--- src/common/cpu16_pkg.sv ---
`default_nettype none

package cpu16_pkg;

  // datapath widths
  localparam int data_width    = 16;  // registers, data bus and address
  localparam int reg_count     = 8;
  localparam int reg_sel_width = 3;

  // register roles
  localparam logic [reg_sel_width-1:0] sp_index = 3'd6;  // stack pointer
  localparam logic [reg_sel_width-1:0] ip_index = 3'd7;  // instruction pointer

  // first fetch address after reset
  localparam logic [data_width-1:0] ip_reset_value = 16'h8000;

  // memory map: top address bit picks the program rom
  localparam int rom_base_bit   = 15;
  localparam int rom_depth      = 256;
  localparam int rom_addr_width = 8;

  // alu operations, bit 2 marks the ones that update carry
  typedef enum logic [3:0] {
    op_zero   = 4'h0,
    op_load_a = 4'h1,
    op_inc    = 4'h2,
    op_dec    = 4'h3,
    op_asl    = 4'h4,
    op_lsr    = 4'h5,
    op_rol    = 4'h6,
    op_ror    = 4'h7,
    op_or     = 4'h8,
    op_and    = 4'h9,
    op_xor    = 4'ha,
    op_load_b = 4'hb,
    op_add    = 4'hc,
    op_sub    = 4'hd,
    op_adc    = 4'he,
    op_sbb    = 4'hf
  } alu_op_t;

  // core sequencer states
  typedef enum logic [2:0] {
    st_reset        = 3'd0,
    st_select       = 3'd1,  // fetch address out
    st_decode       = 3'd2,  // instruction word on data_in
    st_compute      = 3'd3,  // alu result to rdest
    st_decode_wait  = 3'd4,
    st_compute_wait = 3'd5
  } cpu_state_t;

endpackage

`default_nettype wire

--- src/cpu16/cpu16_alu.sv ---
`default_nettype none

module cpu16_alu #(
  parameter int width = cpu16_pkg::data_width
) (
  input  logic [width-1:0]   a,
  input  logic [width-1:0]   b,
  input  logic               carry_in,
  input  cpu16_pkg::alu_op_t op,
  output logic [width:0]     y         // result, carry in top bit
);

  import cpu16_pkg::*;

  logic [width:0] a_ext;
  logic [width:0] b_ext;
  logic [width:0] cin_ext;
  logic [width:0] one;

  // zero extended operands, so borrow lands in the top bit too
  assign a_ext   = {1'b0, a};
  assign b_ext   = {1'b0, b};
  assign cin_ext = {{width{1'b0}}, carry_in};
  assign one     = {{width{1'b0}}, 1'b1};

  always_comb begin
    y = '0;
    case (op)
      // unary
      op_zero:   y = '0;
      op_load_a: y = a_ext;
      op_inc:    y = a_ext + one;
      op_dec:    y = a_ext - one;

      // shifts, bit shifted out goes to the carry position
      op_asl:    y = {a, 1'b0};
      op_lsr:    y = {a[0], 1'b0, a[width-1:1]};
      op_rol:    y = {a, carry_in};
      op_ror:    y = {a[0], carry_in, a[width-1:1]};

      // logic ops and loads leave carry bit clear
      op_or:     y = {1'b0, a | b};
      op_and:    y = {1'b0, a & b};
      op_xor:    y = {1'b0, a ^ b};
      op_load_b: y = b_ext;

      // arithmetic
      op_add:    y = a_ext + b_ext;
      op_sub:    y = a_ext - b_ext;
      op_adc:    y = a_ext + b_ext + cin_ext;
      op_sbb:    y = a_ext - b_ext - cin_ext;
      default:   y = '0;
    endcase
  end

endmodule

`default_nettype wire

--- src/cpu16/cpu16_regfile.sv ---
`default_nettype none

module cpu16_regfile (
  input  logic                                clk,
  input  logic                                reset,
  input  logic [cpu16_pkg::reg_sel_width-1:0] rd_a_sel,
  input  logic [cpu16_pkg::reg_sel_width-1:0] rd_b_sel,
  output logic [cpu16_pkg::data_width-1:0]    rd_a,
  output logic [cpu16_pkg::data_width-1:0]    rd_b,
  input  logic                                wr_en,
  input  logic [cpu16_pkg::reg_sel_width-1:0] wr_sel,
  input  logic [cpu16_pkg::data_width-1:0]    wr_data,
  input  logic                                ip_load,
  input  logic [cpu16_pkg::data_width-1:0]    ip_value,
  input  logic                                sp_inc,
  input  logic                                sp_dec,
  output logic [cpu16_pkg::data_width-1:0]    ip,
  output logic [cpu16_pkg::data_width-1:0]    sp
);

  import cpu16_pkg::*;

  logic [data_width-1:0] regs [reg_count];

  assign rd_a = regs[rd_a_sel];  // combinational reads
  assign rd_b = regs[rd_b_sel];
  assign ip   = regs[ip_index];
  assign sp   = regs[sp_index];

  // later assignments win: general write > ip_load > sp strobes
  always_ff @(posedge clk) begin
    if (reset) begin
      regs[ip_index] <= ip_reset_value;  // only ip has a defined start
    end else begin
      if (sp_inc)
        regs[sp_index] <= sp + 16'd1;
      else if (sp_dec)
        regs[sp_index] <= sp - 16'd1;

      if (ip_load)
        regs[ip_index] <= ip_value;

      if (wr_en)
        regs[wr_sel] <= wr_data;
    end
  end

  // the decoder never asks for a push and a pop at once
  sp_strobe_exclusive: assert property (
    @(posedge clk) disable iff (reset) !(sp_inc && sp_dec)
  );

endmodule

`default_nettype wire

--- src/cpu16/cpu16_core.sv ---
`default_nettype none

module cpu16_core (
  input  logic                             clk,
  input  logic                             reset,
  input  logic                             hold,
  output logic                             busy,
  output logic [cpu16_pkg::data_width-1:0] address,
  input  logic [cpu16_pkg::data_width-1:0] data_in,
  output logic [cpu16_pkg::data_width-1:0] data_out,
  output logic                             write,
  output logic                             carry_flag,
  output logic                             zero_flag,
  output logic                             neg_flag
);

  import cpu16_pkg::*;

  cpu_state_t state, state_next;
  logic       busy_next;
  logic       write_next;
  logic       jump_pending, jump_next;  // store-with-jump target still to load

  logic [data_width-1:0] address_next;
  logic [data_width-1:0] data_out_next;
  logic [data_width-1:0] opcode;        // held for compute and the jump
  alu_op_t               aluop, aluop_next;

  // register file hookup
  logic [reg_sel_width-1:0] rd_a_sel, rd_b_sel;
  logic [data_width-1:0]    rd_a, rd_b;
  logic                     wr_en;
  logic                     ip_load;
  logic [data_width-1:0]    ip_value;
  logic                     sp_inc, sp_dec;
  logic [data_width-1:0]    ip;

  logic [data_width-1:0] alu_b;
  logic [data_width:0]   y;

  logic [data_width-1:0] zp_addr;
  logic [data_width-1:0] index_addr;
  logic [data_width-1:0] branch_offset;
  logic [data_width-1:0] fetch_addr;
  logic                  src_is_sp;
  logic                  branch_taken;

  // decode reads rdest and rsrc from the incoming word, later from opcode
  assign rd_a_sel = (state == st_decode) ? data_in[10:8] : opcode[10:8];
  assign rd_b_sel = (state == st_decode) ? data_in[2:0]
                  : (state == st_select) ? opcode[5:3]  // jump target register
                  : opcode[2:0];

  // both read ports are taken in decode, so the jump lands at the next fetch
  assign fetch_addr = jump_pending ? rd_b : ip;

  assign zp_addr       = {8'h00, data_in[7:0]};
  assign index_addr    = rd_b + {{11{data_in[7]}}, data_in[7:3]};
  assign branch_offset = {{8{data_in[7]}}, data_in[7:0]};
  assign src_is_sp     = (data_in[2:0] == sp_index);

  // any selected flag matching the polarity bit
  assign branch_taken = (data_in[8]  && (data_in[11] == carry_flag)) ||
                        (data_in[9]  && (data_in[11] == zero_flag))  ||
                        (data_in[10] && (data_in[11] == neg_flag));

  // b operand: byte constant, bus word or rsrc
  assign alu_b = opcode[15] ? {8'h00, opcode[7:0]}
               : opcode[11] ? data_in
               : rd_b;

  cpu16_alu #(
    .width(data_width)
  ) u_alu (
    .a       (rd_a),
    .b       (alu_b),
    .carry_in(carry_flag),
    .op      (aluop),
    .y       (y)
  );

  cpu16_regfile u_regfile (
    .clk     (clk),
    .reset   (reset),
    .rd_a_sel(rd_a_sel),
    .rd_b_sel(rd_b_sel),
    .rd_a    (rd_a),
    .rd_b    (rd_b),
    .wr_en   (wr_en),
    .wr_sel  (opcode[10:8]),
    .wr_data (y[data_width-1:0]),
    .ip_load (ip_load),
    .ip_value(ip_value),
    .sp_inc  (sp_inc),
    .sp_dec  (sp_dec),
    .ip      (ip),
    .sp      ()
  );

  always_comb begin
    state_next    = state;
    busy_next     = busy;
    write_next    = 1'b0;      // single cycle strobe
    jump_next     = jump_pending;
    address_next  = address;
    data_out_next = data_out;
    aluop_next    = aluop;
    wr_en         = 1'b0;
    ip_load       = 1'b0;
    ip_value      = ip;
    sp_inc        = 1'b0;
    sp_dec        = 1'b0;

    case (state)
      st_reset: begin
        ip_load    = 1'b1;
        ip_value   = ip_reset_value;
        jump_next  = 1'b0;
        state_next = st_select;
      end
      st_select: begin
        if (hold) begin
          busy_next = 1'b1;       // stall only here
        end else begin
          busy_next    = 1'b0;
          address_next = fetch_addr;
          ip_load      = 1'b1;
          ip_value     = fetch_addr + 16'd1;
          jump_next    = 1'b0;
          state_next   = st_decode_wait;
        end
      end
      st_decode_wait: state_next = st_decode;
      st_decode: begin
        // bus operand needs one more cycle, byte immediates do not
        state_next = (data_in[11] && !data_in[15]) ? st_compute_wait : st_compute;
        casez (data_in)
          16'b00000???0???????: aluop_next = alu_op_t'(data_in[6:3]);  // reg op
          16'b00001???01??????: begin   // op with [rsrc]
            address_next = rd_b;
            aluop_next   = alu_op_t'(data_in[6:3]);
            sp_inc       = src_is_sp;
          end
          16'b00011???0????000,
          16'b01011????????000: begin   // op with word after instruction
            address_next = ip;
            ip_load      = 1'b1;
            ip_value     = ip + 16'd1;
            aluop_next   = alu_op_t'(data_in[6:3]);
          end
          16'b11??????????????: aluop_next = alu_op_t'(data_in[14:11]);  // byte imm
          16'b00101???????????: begin   // zero page load
            address_next = zp_addr;
            aluop_next   = op_load_b;
          end
          16'b00110???????????: begin   // zero page store
            address_next  = zp_addr;
            data_out_next = rd_a;
            write_next    = 1'b1;
            state_next    = st_select;
          end
          16'b01001???????????: begin   // indexed load, pops through sp
            address_next = index_addr;
            aluop_next   = op_load_b;
            sp_inc       = src_is_sp;
          end
          16'b01010???????????: begin   // indexed store, pushes through sp
            address_next  = index_addr;
            data_out_next = rd_a;
            write_next    = 1'b1;
            state_next    = st_select;
            sp_dec        = src_is_sp;
          end
          16'b01110???00??????: begin   // store then jump
            address_next  = rd_b;
            data_out_next = rd_a;
            write_next    = 1'b1;
            state_next    = st_select;
            sp_dec        = src_is_sp;
            jump_next     = 1'b1;
          end
          16'b1000????????????: begin   // relative branch
            if (branch_taken) begin
              ip_load  = 1'b1;
              ip_value = ip + branch_offset;
            end
            state_next = st_select;
          end
          default: state_next = st_reset;  // unknown opcode restarts
        endcase
      end
      st_compute_wait: state_next = st_compute;
      st_compute: begin
        wr_en      = 1'b1;
        state_next = st_select;
      end
      default: state_next = st_reset;
    endcase
  end

  always_ff @(posedge clk) begin
    if (reset) begin
      state        <= st_reset;
      busy         <= 1'b1;
      write        <= 1'b0;
      jump_pending <= 1'b0;
      carry_flag   <= 1'b0;
      zero_flag    <= 1'b0;
      neg_flag     <= 1'b0;
    end else begin
      state        <= state_next;
      busy         <= busy_next;
      write        <= write_next;
      jump_pending <= jump_next;
      if (state == st_compute) begin
        if (aluop[2])
          carry_flag <= y[data_width];  // shifts and arithmetic only
        zero_flag <= ~|y[data_width-1:0];
        neg_flag  <= y[data_width-1];
      end
    end
  end

  always_ff @(posedge clk) begin
    address  <= address_next;
    data_out <= data_out_next;
    aluop    <= aluop_next;
    if (state == st_decode)
      opcode <= data_in;
  end

  write_after_decode: assert property (
    @(posedge clk) disable iff (reset) write |-> $past(state) == st_decode
  );

  state_legal: assert property (
    @(posedge clk) disable iff (reset)
    state inside {st_reset, st_select, st_decode, st_compute, st_decode_wait, st_compute_wait}
  );

  // fetch address sits on the bus while decode_wait runs
  fetch_not_busy: assert property (
    @(posedge clk) disable iff (reset) (state == st_decode_wait) |-> !busy
  );

endmodule

`default_nettype wire

--- config.mk ---
export PLATFORM = sky130hd
export DESIGN_NAME = cpu16_core
export DESIGN_NICKNAME = d
export VERILOG_FILES = /design/src/common/cpu16_pkg.sv /design/src/cpu16/cpu16_alu.sv /design/src/cpu16/cpu16_regfile.sv /design/src/cpu16/cpu16_core.sv
export SDC_FILE = /design/constraint.sdc
export NUM_CORES = 1
export LEC_CHECK = 0
export ABC_AREA = 0
export BUFFER_PORTS_ARGS = -buffer_cell sky130_fd_sc_hd__buf_4
export CORE_MARGIN = 5
export CORE_UTILIZATION = 50
export CTS_BUF_LIST = sky130_fd_sc_hd__clkbuf_4
export DETAILED_ROUTE_END_ITERATION = 8
export PLACE_DENSITY = 0.77
export SYNTH_ARGS = -nofsm -noshare
export SYNTH_HDL_FRONTEND = slang
export SYNTH_SLANG_ARGS = --single-unit
export TNS_END_PERCENT = 1
--- constraint.sdc ---
create_clock -name clk -period 5.4 [get_ports clk]
set_input_delay 0.27 -clock clk [delete_from_list [all_inputs] [get_ports clk]]
set_output_delay 0.27 -clock clk [all_outputs]
set_load 0.02 [all_outputs]
==> results_dict.tcl <==
set metrics [dict create \
    hold_path_class "input pin to flip-flop" \
    area_growth_pct 31.9 \
    status "finished with violations" \
    fin_crit_sh_pct 107 \
    setup_viol 63 \
    initial_core_util_pct 50.4 \
    antenna_found_initial 2 \
    yosysMostFrequentCell "edfxtp_1" \
    wl_met2_um 35100 \
    synth_commonest_cells "edfxtp_1, nand2_1, mux2i_1" \
    setup_ws_ps -403 \
    synth_cell_types 87 \
    cp.arrival_ps 6440 \
    max_freq_mhz 172 \
    dp_slack_ps -768 \
    port_buffers 55 \
    swShare_pct 41.5 \
    cts_tree "yes" \
    met3WireLength_um 7060 \
    die_w_um 199 \
    min_period_ps 5800 \
    htreeDepth 4 \
    grt_pass1_wl_um 114000 \
    ys_async_sr_fraction_pct 0 \
    hpwl_um 60400 \
    violations "negative setup slack" \
    relSlewSlack_pct 19.2 \
    synth_top_area_cell "edfxtp_1" \
    power_leakage_nw 9.87 \
    final_nets 2536 \
    rows 69 \
    crit_fanout 9 \
    grt_pass1_vias 18358 \
    tightestPinTransition_ps 1210 \
    critPathSlowestCell "edfxtp_1" \
    routed_via_density 6.52 \
    drtPass1Iterations 6 \
    ys_ff_latch 186 \
    slowest_delay_ps 500 \
    synth_fp_nets 2100 \
    clk_pin_slew_ps 200 \
    drc_errors 0 \
    synth_warnings 0 \
    io_pins 56 \
    grt_setup_unrepaired "yes" \
    finalWeightedCongestion 1.02 \
    syn_avg_cell_area_um2 9.06 \
    seq_power_share_pct 31.5 \
    power.share.clock_pct 17.2 \
    met1_length_um 29100 \
    ys.flop_type "edfxtp_1" \
    highest-signal-layer "met4" \
    end_kind "flip-flop" \
    hold_viol 0 \
    die_y_um 199 \
    pwr-share-comb_pct 51.3 \
    final_cells 2875 \
    p_sw_w 0.00221 \
    core_mm2 0.0353 \
    skew_ps 29.3 \
    ir_worst_vdd_mv 0.179 \
    power_density_mw_per_mm2 227 \
    critPathRequiredTime_ps 6030 \
    wl_per_cell_um 26.7 \
    grt.total_usage_pct 38.2 \
    yosys-top-cells-area "edfxtp_1, mux2i_1, ha_1, a21oi_1, nand2_1" \
    cts.sinks 186 \
    clkLatencyLatePin_ps 690 \
    ys_seq_area_share_pct 30.9 \
    drtAntennaViolNets 0 \
    slew_violations 0 \
    grt_max_degree 42 \
    synth.top_cell.area_share_pct 29.9 \
    placedInstanceArea_mm2 0.0216 \
    first_iter_violations 2239 \
    syn-cell-area_mm2 0.0178 \
    clockBufferDepth 2 \
    p_int_w 0.00311 \
    root_buffer "clkbuf_4" \
    dp_cells 2776 \
    crit_family "simple AND/OR/NAND/NOR gates" \
    cp_common_cell "buf_4" \
    worstPathBufferInverterCount 7 \
    crit_type "flip-flop to flip-flop" \
    drive_above_1_share_pct 32.4 \
    cap_violations 0 \
    cts_buffers 17 \
    grt_remaining_overflow 0 \
    die-area_mm2 0.0394 \
    fin_util_pct 66.4 \
    stdcell_area_mm2 0.0235 \
    synth_cells 1963 \
    vias 18736 \
    start_kind "flip-flop" \
    synth_edf_count 177 \
    wl_um 76700 \
]
==> kinds of logic after synthesis <==
family / share of synthesized area [%]
flops: 30.9
buf+inv: 4.52
fa+ha+maj: 8.55
mux: 12.9
xor+xnor: 4.97
compound gates: 21.8
simple gates: 16.3
==> tightest hold or removal path, stage by stage <==
cell      delay, ps
buf_4           150
a21oi_1         130
a211oi_1         60
==> sequential cells by signal (all words and copies together) (netlist names) <==
register,count
state,3
write,1
busy,1
address,16
neg_flag,1
jump_pending,1
data_out,16
aluop,4
carry_flag,1
zero_flag,1
u_regfile.regs,128
opcode,13
==> stage by stage <==
step                total power [W]  hold WS (ps)  TNS [ps]
global placement            0.00403           454    -29520
CTS                         0.00514          23.1     -8420
detailed placement          0.00405           460    -27890
global route                0.00554          28.7    -24890
floorplan                   0.00299           369     -14.6
finish                      0.00532          69.7    -12850
==> metal layers <==
| metal | up-vias | global-route usage, % |
|---|---|---|
| li1 | 8364 | - |
| met1 | 8996 | 48.0 |
| met2 | 1096 | 61.3 |
| met3 | 280 | 7.32 |
| met4 | 0 | 22.7 |
| met5 | - | 0 |
==> area by class of cell <==
type / instances / area [um^2]
Multi-Input combinational cell: 1572 / 12500
Inverter: 97 / 367
Tap cell: 461 / 577
Clock buffer: 17 / 128
Antenna cell: 2 / 5.00
Sequential cell: 186 / 5500
Timing Repair Buffer: 525 / 4150
Fill cell: 2937 / 11900
Clock inverter: 15 / 206
==> repair_timing <==
action	in CTS	in global routing
pin swaps	45	36
endpoints found under the setup margin	86	92
resized for setup	131	87
endpoints found under the hold margin	25	0
gates cloned	3	0
hold buffers	16	0
setup buffers	24	22
==> layout by cell type, fill, tap and decap left out, types with 14 or more instances in the layout <==
master / Yosys / routed
mux2i_1: 151 / 140
nand3_1: 63 / 61
nand2b_1: 23 / 22
o22ai_1: 27 / 26
ha_1: 112 / 96
a21oi_1: 120 / 110
clkbuf_4: 0 / 17
nor3_1: 47 / 38
xor2_1: 34 / 32
and3_1: 23 / 21
nand4_1: 16 / 16
edfxtp_1: 177 / 177
nor2_1: 137 / 128
inv_1: 96 / 87
nor2b_1: 29 / 24
o211ai_1: 24 / 24
xnor2_1: 67 / 61
a22oi_1: 24 / 20
mux2_2: 33 / 26
mux4_2: 14 / 14
a21o_1: 34 / 33
o21ai_0: 86 / 75
dlygate4sd3_1: 0 / 16
buf_4: 0 / 482
a211oi_1: 40 / 30
a31oi_1: 18 / 17
and2_1: 19 / 18
nand2_1: 157 / 151
buf_6: 2 / 17
==> power groups by stage <==
stage                     Combinational, W  Sequential (W)  Clock [W]
after floorplan                    0.00129         0.00170          0
after CTS                          0.00254         0.00167   0.000920
after global placement             0.00233         0.00171          0
after detailed placement           0.00235         0.00171          0
final                              0.00273         0.00168   0.000914
after global routing               0.00288         0.00168   0.000978
==> final timing paths <==
kind               startpoint         to  slack [ps]  depth (start not counted)
setup reg to reg    opcode[2]  zero_flag        -400                         26
hold / removal    data_in[14]   aluop[2]          70                          3
hold reg to reg          busy       busy         500                          1
setup / recovery    opcode[2]  zero_flag        -400                         26
Power figures use the tool's default switching activity.
